`src/cache_sync_pkg.sv`:
```
// shared line, info and state types for the fence.i sync subsystem, referenced by scoped names
`default_nettype none

package cache_sync_pkg;

  localparam int TAG_W  = 25;   // tag bits per line
  localparam int DATA_W = 512;  // one 64-byte line

  // per-line bookkeeping, valid on top
  typedef struct packed {
    logic             valid;
    logic [TAG_W-1:0] tag;
  } line_info_t;

  // unit moved dcache -> sync -> icache, 544 bits
  typedef struct packed {
    logic [1:0]        way_id;  // up to 4 ways
    logic [3:0]        blk_id;  // up to 16 blocks
    line_info_t        info;
    logic [DATA_W-1:0] data;
  } cache_line_t;

  // fence.i controller states
  typedef enum logic [1:0] {
    SYNC_IDLE     = 2'd0,  // waiting for a fence request
    SYNC_READ     = 2'd1,  // rreq up, waiting for a line or rack
    SYNC_WRITE    = 2'd2,  // pushing captured line into icache
    SYNC_PACK_ACK = 2'd3   // rpackack sent, wait for rpackreq to fall
  } sync_state_e;

  // dcache walker states
  typedef enum logic [1:0] {
    WALK_IDLE    = 2'd0,  // no fence in progress
    WALK_PRESENT = 2'd1,  // rpackreq high, line on rline
    WALK_DROP    = 2'd2,  // gap cycle with rpackreq low, picks next line
    WALK_DONE    = 2'd3   // all lines sent, rack held until rreq falls
  } walk_state_e;

endpackage

`default_nettype wire

```
`src/cache_sync.sv`:
```
// fence.i controller, copies each dcache line into the same way and block of the icache
`default_nettype none

module cache_sync (
  input  logic                        clk,
  input  logic                        rst,

  // fence.i request side
  input  logic                        i_fencei_req,  // level, held until ack
  output logic                        o_fencei_ack,  // one-cycle pulse

  // dcache walker
  output logic                        o_rreq,      // read request, whole fence
  input  logic                        i_rack,      // read acknowledge
  input  logic                        i_rpackreq,  // pack request
  output logic                        o_rpackack,  // pack acknowledge, one cycle
  input  cache_sync_pkg::cache_line_t i_rline,

  // icache write port
  output logic                        o_wreq,   // write request
  input  logic                        i_wack,   // write acknowledge
  output cache_sync_pkg::cache_line_t o_wline   // captured line
);

  cache_sync_pkg::sync_state_e state_q;
  logic hs_rd;  // walker finished all lines
  logic hs_wr;  // icache took the line
  logic take_line;

  assign hs_rd     = o_rreq & i_rack;
  assign hs_wr     = o_wreq & i_wack;
  assign take_line = (state_q == cache_sync_pkg::SYNC_READ) & i_rpackreq;

  // fsm and control strobes
  always_ff @(posedge clk) begin
    if (rst) begin
      state_q      <= cache_sync_pkg::SYNC_IDLE;
      o_fencei_ack <= 1'b0;
      o_rreq       <= 1'b0;
      o_rpackack   <= 1'b0;
      o_wreq       <= 1'b0;
    end else begin
      case (state_q)
        cache_sync_pkg::SYNC_IDLE: begin
          o_fencei_ack <= 1'b0;  // ack lasts one cycle
          // ignore the request still seen in the ack cycle
          if (i_fencei_req && !o_fencei_ack) begin
            state_q <= cache_sync_pkg::SYNC_READ;
          end
        end

        cache_sync_pkg::SYNC_READ: begin
          if (i_rpackreq) begin
            state_q <= cache_sync_pkg::SYNC_WRITE;  // line captured below
          end else if (hs_rd) begin
            o_fencei_ack <= 1'b1;
            o_rreq       <= 1'b0;
            state_q      <= cache_sync_pkg::SYNC_IDLE;
          end else begin
            o_rreq <= 1'b1;  // first read cycle raises it, then it just holds
          end
        end

        cache_sync_pkg::SYNC_WRITE: begin
          if (hs_wr) begin
            o_wreq     <= 1'b0;
            o_rpackack <= 1'b1;  // let the walker move on
            state_q    <= cache_sync_pkg::SYNC_PACK_ACK;
          end else begin
            o_wreq <= 1'b1;
          end
        end

        cache_sync_pkg::SYNC_PACK_ACK: begin
          o_rpackack <= 1'b0;
          // walker drops rpackreq a cycle after the ack
          if (!i_rpackreq) begin
            state_q <= cache_sync_pkg::SYNC_READ;
          end
        end

        default: state_q <= cache_sync_pkg::SYNC_IDLE;
      endcase
    end
  end

  // line capture on the cycle rpackreq is seen in read
  always_ff @(posedge clk) begin
    if (take_line) begin
      o_wline <= i_rline;
    end
  end

endmodule

`default_nettype wire

```
`config.mk`:
```
export PLATFORM = sky130hd
export DESIGN_NAME = cache_sync
export DESIGN_NICKNAME = d
export VERILOG_FILES = /design/src/cache_sync_pkg.sv /design/src/cache_sync.sv
export SDC_FILE = /design/constraint.sdc
export NUM_CORES = 1
export LEC_CHECK = 0
export BUFFER_PORTS_ARGS = -buffer_cell sky130_fd_sc_hd__clkbuf_2
export CAP_MARGIN = 20
export CORE_AREA = 2 2 432 434
export DETAILED_ROUTE_END_ITERATION = 10
export DIE_AREA = 0 0 434 436
export PLACE_DENSITY_LB_ADDON = 0.25
export SYNTH_ARGS = -nofsm -noshare
export SYNTH_HDL_FRONTEND = slang
export SYNTH_SLANG_ARGS = --single-unit
```
`constraint.sdc`:
```
create_clock -name clk -period 12.14 [get_ports clk]
set_input_delay 0.607 -clock clk [delete_from_list [all_inputs] [get_ports clk]]
set_output_delay 0.607 -clock clk [all_outputs]
set_load 0.03 [all_outputs]
```
==> results of run 1 <==
==> power groups by stage <==
stage               clock network, mW  registers, mW  logic [mW]
CTS                              2.29           2.55        1.11
global route                     2.35           2.57        1.14
finish                           2.19           2.54        1.08
floorplan                           0           3.08       0.140
global placement                    0           2.59        1.09
detailed placement                  0           2.59        1.08
==> per-stage QoR <==
stage | hold slack [ns] | util [%] | total power [mW] | cell area [µm²] | instances
after floorplan | 0.484 | - | 3.22 | 16700 | 586
after global placement | 0.451 | 13.7 | 3.68 | 25400 | 4171
after detailed placement | 0.455 | 13.7 | 3.67 | 25400 | 4171
after CTS | 0.0000658 | 15.5 | 5.96 | 28600 | 4386
after global routing | 0.0217 | 15.5 | 6.07 | 28600 | 4387
final | 0.0983 | 15.5 | 5.81 | 28600 | 4392
==> critical path: cells and delay by family, from the launching register on <==
kind                     cells  cell delay, ns
buffers and inverters        4            2.41
AND/OR/NAND/NOR              1            0.78
flip-flops                   1            0.34
adder cells (fa/ha/maj)      1            0.23
==> cell families after synthesis <==
family                   after synthesis
AND/OR/NAND/NOR                       16
buffers and inverters                  4
adder cells (fa/ha/maj)                5
multiplexers                           4
flip-flops                           550
AO/OA/AOI/OAI                          7
==> final timing paths <==
check / from / slack [ns] / to / depth (start not counted)
max: state_q[1]$_SDFFE_PP0P_ / 7.88 / o_wline[124]$_DFFE_PP_ / 6
min: i_rline[228] / 0.1 / o_wline[228]$_DFFE_PP_ / 1
max reg2reg: state_q[1]$_SDFFE_PP0P_ / 7.88 / o_wline[124]$_DFFE_PP_ / 6
min reg2reg: o_rpackack$_SDFFE_PP0P_ / 0.46 / o_rpackack$_SDFFE_PP0P_ / 2
==> routing by layer <==
layer,wire length (µm),vias up
li1,-,4931
met1,35500,5779
met3,10500,117
met2,49500,597
met4,2120,2
met5,8,-
==> flip-flops by register name, indices dropped and copies added, names as in the netlist <==
register      flops
o_fencei_ack      1
o_rpackack        1
o_rreq            1
o_wline         544
o_wreq            1
state_q           2
==> cell type report <==
class | instances | area [µm²] | share of cell area [%]
Multi-Input combinational cell | 32 | 255 | 0.892
Inverter | 4 | 15.0 | 0.0525
Antenna cell | 6 | 15.0 | 0.0525
Sequential cell | 550 | 16500 | 57.5
Tap cell | 2480 | 3100 | 10.8
Timing Repair Buffer | 1188 | 6380 | 22.3
Clock inverter | 40 | 499 | 1.74
Clock buffer | 92 | 1900 | 6.63
==> cell usage in the layout (no fill, tap or decap), drive strengths merged <==
| cell type | n |
|---|---|
| dfxtp | 6 |
| diode | 6 |
| o21ai | 3 |
| clkinvlp | 8 |
| ha | 5 |
| clkbuf | 1189 |
| a21bo | 1 |
| inv | 10 |
| nor2 | 5 |
| edfxtp | 544 |
| clkinv | 19 |
| nand2b | 2 |
| nand2 | 3 |
| mux2i | 3 |
| a21oi | 1 |
| a22oi | 1 |
| nor2b | 2 |
| nand3 | 2 |
| buf | 8 |
| mux2 | 1 |
| and2 | 1 |
| dlygate4sd3 | 83 |
| o22ai | 1 |
| nand4b | 1 |
| bufinv | 7 |
==> results.md, run 1 <==
- Clock transition at path regs: 0.06 ns
- F_max: 235 MHz
- # port buffers: 1,097
- H-tree Lvls: 3
- Number of flops mapped to enable cells by yosys: 544
- Critical path required time: 12.41 ns
- Proportion of synthesized area in mux cells: 0.269%
- DRT Pass-1 Iters: 4
- Most frequent cell after synthesis: edfxtp_1
- Hold buffers post-CTS: 83
- Seq cells post-synth: 550
- Top-Level Pins: 1,098
- Synth-to-layout area growth: 71.1%
- Met2 Use GR: 17.2%
- Filler cells: 20,616
- GRT Util Overall: 9.94%
- Share of cells above drive strength 1: 63.6%
- WL/cell: 22.2 µm
- Largest family of logic cells by synthesized area: simple AND/OR/NAND/NOR gates
- Max_cap viols: 0
- Synth top area share: 97.7%
- Status: finished, final reports clean
- Ys flop type: edfxtp_1
- Vias in the first global route: 11,893
- Maximum clock path buffer count: 3
- Synthesized netlist net count: 1,141
- Synth Area in XOR/XNOR: 0%
- Vias: 11,426
- Internal Power: 3.94 mW
- Rel. slew slack: 32.9%
- Largest net degree at the start of global routing: 73
- Post-Synth Adder-Cell Area: 0.374%
- Min-delay worst type: in2reg
- Final setup violation count: 0
- P_leak: 11.2 nW
- Dpl hpwl: 81,300 µm
- Slowest cell on crit path: buf_4
- Least-Margin Pin Slew: 1.01 ns
- Register area share after synthesis: 98.4%
- CORE AREA: 185,000 µm²
- Die Height: 436 µm
- Tmin final: 4.26 ns
- Final hold viol count: 0
- Post-CTS Resized: 0
- Top cell type by total area after synthesis: edfxtp_1
- Final worst setup slack: 7.88 ns
- Starting density of the core: 9.06%
- Sw Ratio: 32.2%
- Overflow left after global routing: 0
- RSZ-0062 raised after global routing: false
- Async set or reset register ratio after synthesis: 0%
- # DRC: 0
- Synth Area in Simple Gates: 0.516%
- Final #Nets: 2,403
- Placer Congestion: 0.888
- Compound-Gate Fraction of Synth Area: 0.359%
- Clock power share: 37.7%
- Critical path capture point type: register
- Worst setup SP type: register
- Root buf cell: clkbuf_16
- Switch Pwr: 1.87 mW
- WS Path Type: reg2reg
- Crit-path max cell delay: 0.89 ns
- WL final: 97,600 µm
- Synth Area per Inst: 28.5 µm²
- Area of the mapped netlist: 16,700 µm²
- Placement Setup Slack: 7.69 ns
- Max FO, Critical Path: 72
- Crit-path cells: inv_1 -> ha_1 -> and2_4 -> buf_4 -> buf_4 -> buf_4
- Later-pin clock latency in the skew report: 0.68 ns
- Syn. warnings: 0
- Fin. max-slew vios: 0
- Die footprint: 189,000 µm²
- Detailed Route Iter0 Violations: 659
- Clock net sink count: 550
- Combinational fraction of design power: 18.6%
- TritonCTS clock tree: done
- Most used cell, CP: buf_4
- Die X: 434 µm
- Vias per cell: 2.60
- Initial antenna violation count: 28
- GRT Max-Usage Layer: met2
- Met1 layer usage reported by global route: 10.7%
- Period utilization: 35.1%
- Netlist cell types: 20
- WP data arrival: 4.53 ns
- P per Cell Area: 203 nW/µm²
- Routed Antenna Nets: 0
- Flop pwr share: 43.8%
- Commonest cells post-synth: edfxtp_1, dfxtp_1, ha_1, nor2_1, inv_1
- Post-Syn Instances: 586
- Clock buffer count from CTS: 72
- Num rows: 158
- First-pass GRT wire length: 121,000 µm
- Post-CTS setup buffer count: 0
- Worst IR Drop VDD: 0.107 mV
- Met3 Usage GRT: 4.69%
- Setup tns final: 0 ns
- Post-Route Skew: 0.0338 ns
- Top cells by area, synth: edfxtp_1, dfxtp_1, ha_1
Power figures use the tool's default switching activity.
==> run 2: changes to the inputs <==
Settings changed: ABC_AREA set to 1, CORE_AREA 2 2 432 434 to 2 2 430 432, DIE_AREA 0 0 434 436 to 0 0 432 434.
Clock period 12.14 ns to 3.6 ns, I/O delays scaled along.
==> run 2 against run 1 <==
- non-clock buffer count up 474
- via count up 24%
- synthesized cell count up 1.7%
- sequential cell count unchanged
- critical path type unchanged
- largest power group unchanged
- highest routed layer unchanged
==> results.md, run 2 <==
- Most frequent cell after synthesis: edfxtp_1
- F_max: 389 MHz
- Max_cap viols: 0
- Worst IR Drop VDD: 0.346 mV
- Final setup violation count: 0
- Largest net degree at the start of global routing: 106
- WL final: 130,000 µm
- Top flop regs: o_wline x544, state_q x2
- Placed insts: 4,091
- Ys flop type: edfxtp_1
- Post-Syn Instances: 596
- Max FO, Critical Path: 64
- WL/cell: 27.2 µm
- Die Height: 434 µm
- Post-Route Skew: 0.0341 ns
- Async set or reset register ratio after synthesis: 0%
- Fin. max-slew vios: 0
- Initial antenna violation count: 87
- Top cells by area, synth: edfxtp_1, dfxtp_1, ha_1
- Area of the mapped netlist: 16,700 µm²
- Final hold viol count: 0
- # port buffers: 1,097
- Tmin final: 2.57 ns
- Worst setup SP type: register
- Sw Ratio: 33.4%
- WP data arrival: 2.85 ns
- # DRC: 0
- Syn. warnings: 0
- Internal Power: 13.8 mW
- Cell Count, Final, Fillers Out: 4,772
- Overflow left after global routing: 0
- Synth top area share: 97.7%
- Routed Antenna Nets: 0
- P_leak: 13.2 nW
- Synth-to-layout area growth: 98.6%
- Final #Nets: 2,887
- Post-CTS setup buffer count: 0
- TritonCTS clock tree: done
- Hold path depth: 2
- Vias: 14,153
- Most frequent cells in the layout: clkbuf_2, dlygate4sd3_1, edfxtp_1, clkbuf_16, clkbuf_1
- WS Path Type: reg2reg
- Post-CTS Resized: 0
- Min-delay worst type: in2reg
- Critical path required time: 3.89 ns
- Die X: 432 µm
- Num rows: 157
- Vias in the first global route: 14,449
- Commonest non-fill, non-tap cell in the layout: clkbuf_2
- Combinational fraction of design power: 22.3%
- RSZ-0062 raised after global routing: false
- Met2 Use GR: 20.2%
- Least-Margin Pin Slew: 0.883 ns
- Later-pin clock latency in the skew report: 0.68 ns
- Starting density of the core: 9.16%
- GRT Max-Usage Layer: met2
- Netlist cell types: 17
- Reg with most FFs: o_wline
- Clock power share: 35.1%
- Rel. slew slack: 41.2%
- Top-Level Pins: 1,098
- R2R depth: 5
- CORE AREA: 182,000 µm²
- Met1 layer usage reported by global route: 16.1%
- Max FFs per register: 544
- Dpl hpwl: 111,000 µm
- Status: finished, final reports clean
- Root buf cell: clkbuf_16
- Met3 Usage GRT: 7.34%
- First-pass GRT wire length: 157,000 µm
- Clock transition at path regs: 0.06 ns
- P per Cell Area: 624 nW/µm²
- Flop pwr share: 42.6%
- Seq cells post-synth: 550
- GRT Util Overall: 13.2%
- H-tree Lvls: 3
- Commonest cells post-synth: edfxtp_1, nand2_1, dfxtp_1, inv_1
- Register area share after synthesis: 98.4%
- Critical path capture point type: register
- Clock buffer count from CTS: 72
- Placer Congestion: 0.949
- Top cell type by total area after synthesis: edfxtp_1
- Die footprint: 187,000 µm²
- Number of flops mapped to enable cells by yosys: 544
- Synthesized netlist net count: 1,151
- DRT Pass-1 Iters: 5
- Detailed Route Iter0 Violations: 1,080
- Period utilization: 71.3%
- Synth Area per Inst: 28.1 µm²
- Maximum clock path buffer count: 3
- Switch Pwr: 6.93 mW
- Setup tns final: 0 ns
- Vias per cell: 2.97
- Clock net sink count: 550
- Share of cells above drive strength 1: 51.1%
-- run 2: final cells by class --
cell class,count,area [µm²]
antenna,7,17.5
clock buffer,89,1890
clock inverter,33,419
fill,19905,149000
inverter,7,30.0
multi-input combinational,39,258
sequential,550,16500
tap,2385,2980
timing repair buffer,1662,11200
-- run 2: kinds of logic after synthesis --
group | share of synthesized area [%]
AOI/OAI and AO/OA | 0.292
and+or+nand+nor | 0.785
DFF | 98.4
buffers and inverters | 0.157
adders and majority gates | 0.374
-- run 2: what timing repair did --
| action | in CTS | in global routing |
|---|---|---|
| setup endpoints to repair | 0 | 0 |
| hold buffers | 552 | 0 |
| hold endpoints to repair | 550 | 0 |
-- run 2: worst paths after layout --
kind,start,to,slack [ns]
max,state_q[0]$_SDFFE_PP0P_,o_wline[413]$_DFFE_PP_,1.03
min,i_rline[353],o_wline[353]$_DFFE_PP_,0.21
max reg2reg,state_q[0]$_SDFFE_PP0P_,o_wline[413]$_DFFE_PP_,1.03
min reg2reg,o_fencei_ack$_SDFFE_PP0P_,o_fencei_ack$_SDFFE_PP0P_,0.55
-- run 2: power groups by stage --
stage	Sequential (mW)	Clock, mW	Combinational (mW)
4_1_cts	8.83	7.54	4.70
5_1_grt	8.88	7.75	4.89
6_report	8.82	7.28	4.62
3_5_place_dp	8.94	0	4.09
3_3_place_gp	8.96	0	4.10
2_1_floorplan	10.6	0	0.562
-- run 2: worst max-delay path, cell delays in order, from the launching register on --
cell and delay, ns:
dfxtp_1 0.44, ha_4 0.19, nand2_2 0.08, clkinvlp_4 0.42
buf_12 0.24, buf_4 0.68
-- run 2: routing by layer --
metal  vias up  share of wire, %
li1       5893                 -
met1      7145                40
met2       904                45
met3       205                13
met4         6               1.9
met5         -              0.26
-- run 2: through the flow --
stage | area, µm² | utilization, % | hold WS [ns] | setup slack (ns) | power [mW]
5_1_grt | 33200 | 18.2 | 0.150 | 0.852 | 21.5
3_3_place_gp | 25400 | 13.9 | 0.357 | 0.980 | 13.1
4_1_cts | 33200 | 18.2 | 0.120 | 0.984 | 21.1
3_5_place_dp | 25400 | 13.9 | 0.359 | 1.01 | 13.0
2_1_floorplan | 16700 | - | 0.249 | -5.60 | 11.2
6_report | 33200 | 18.2 | 0.213 | 1.03 | 20.7
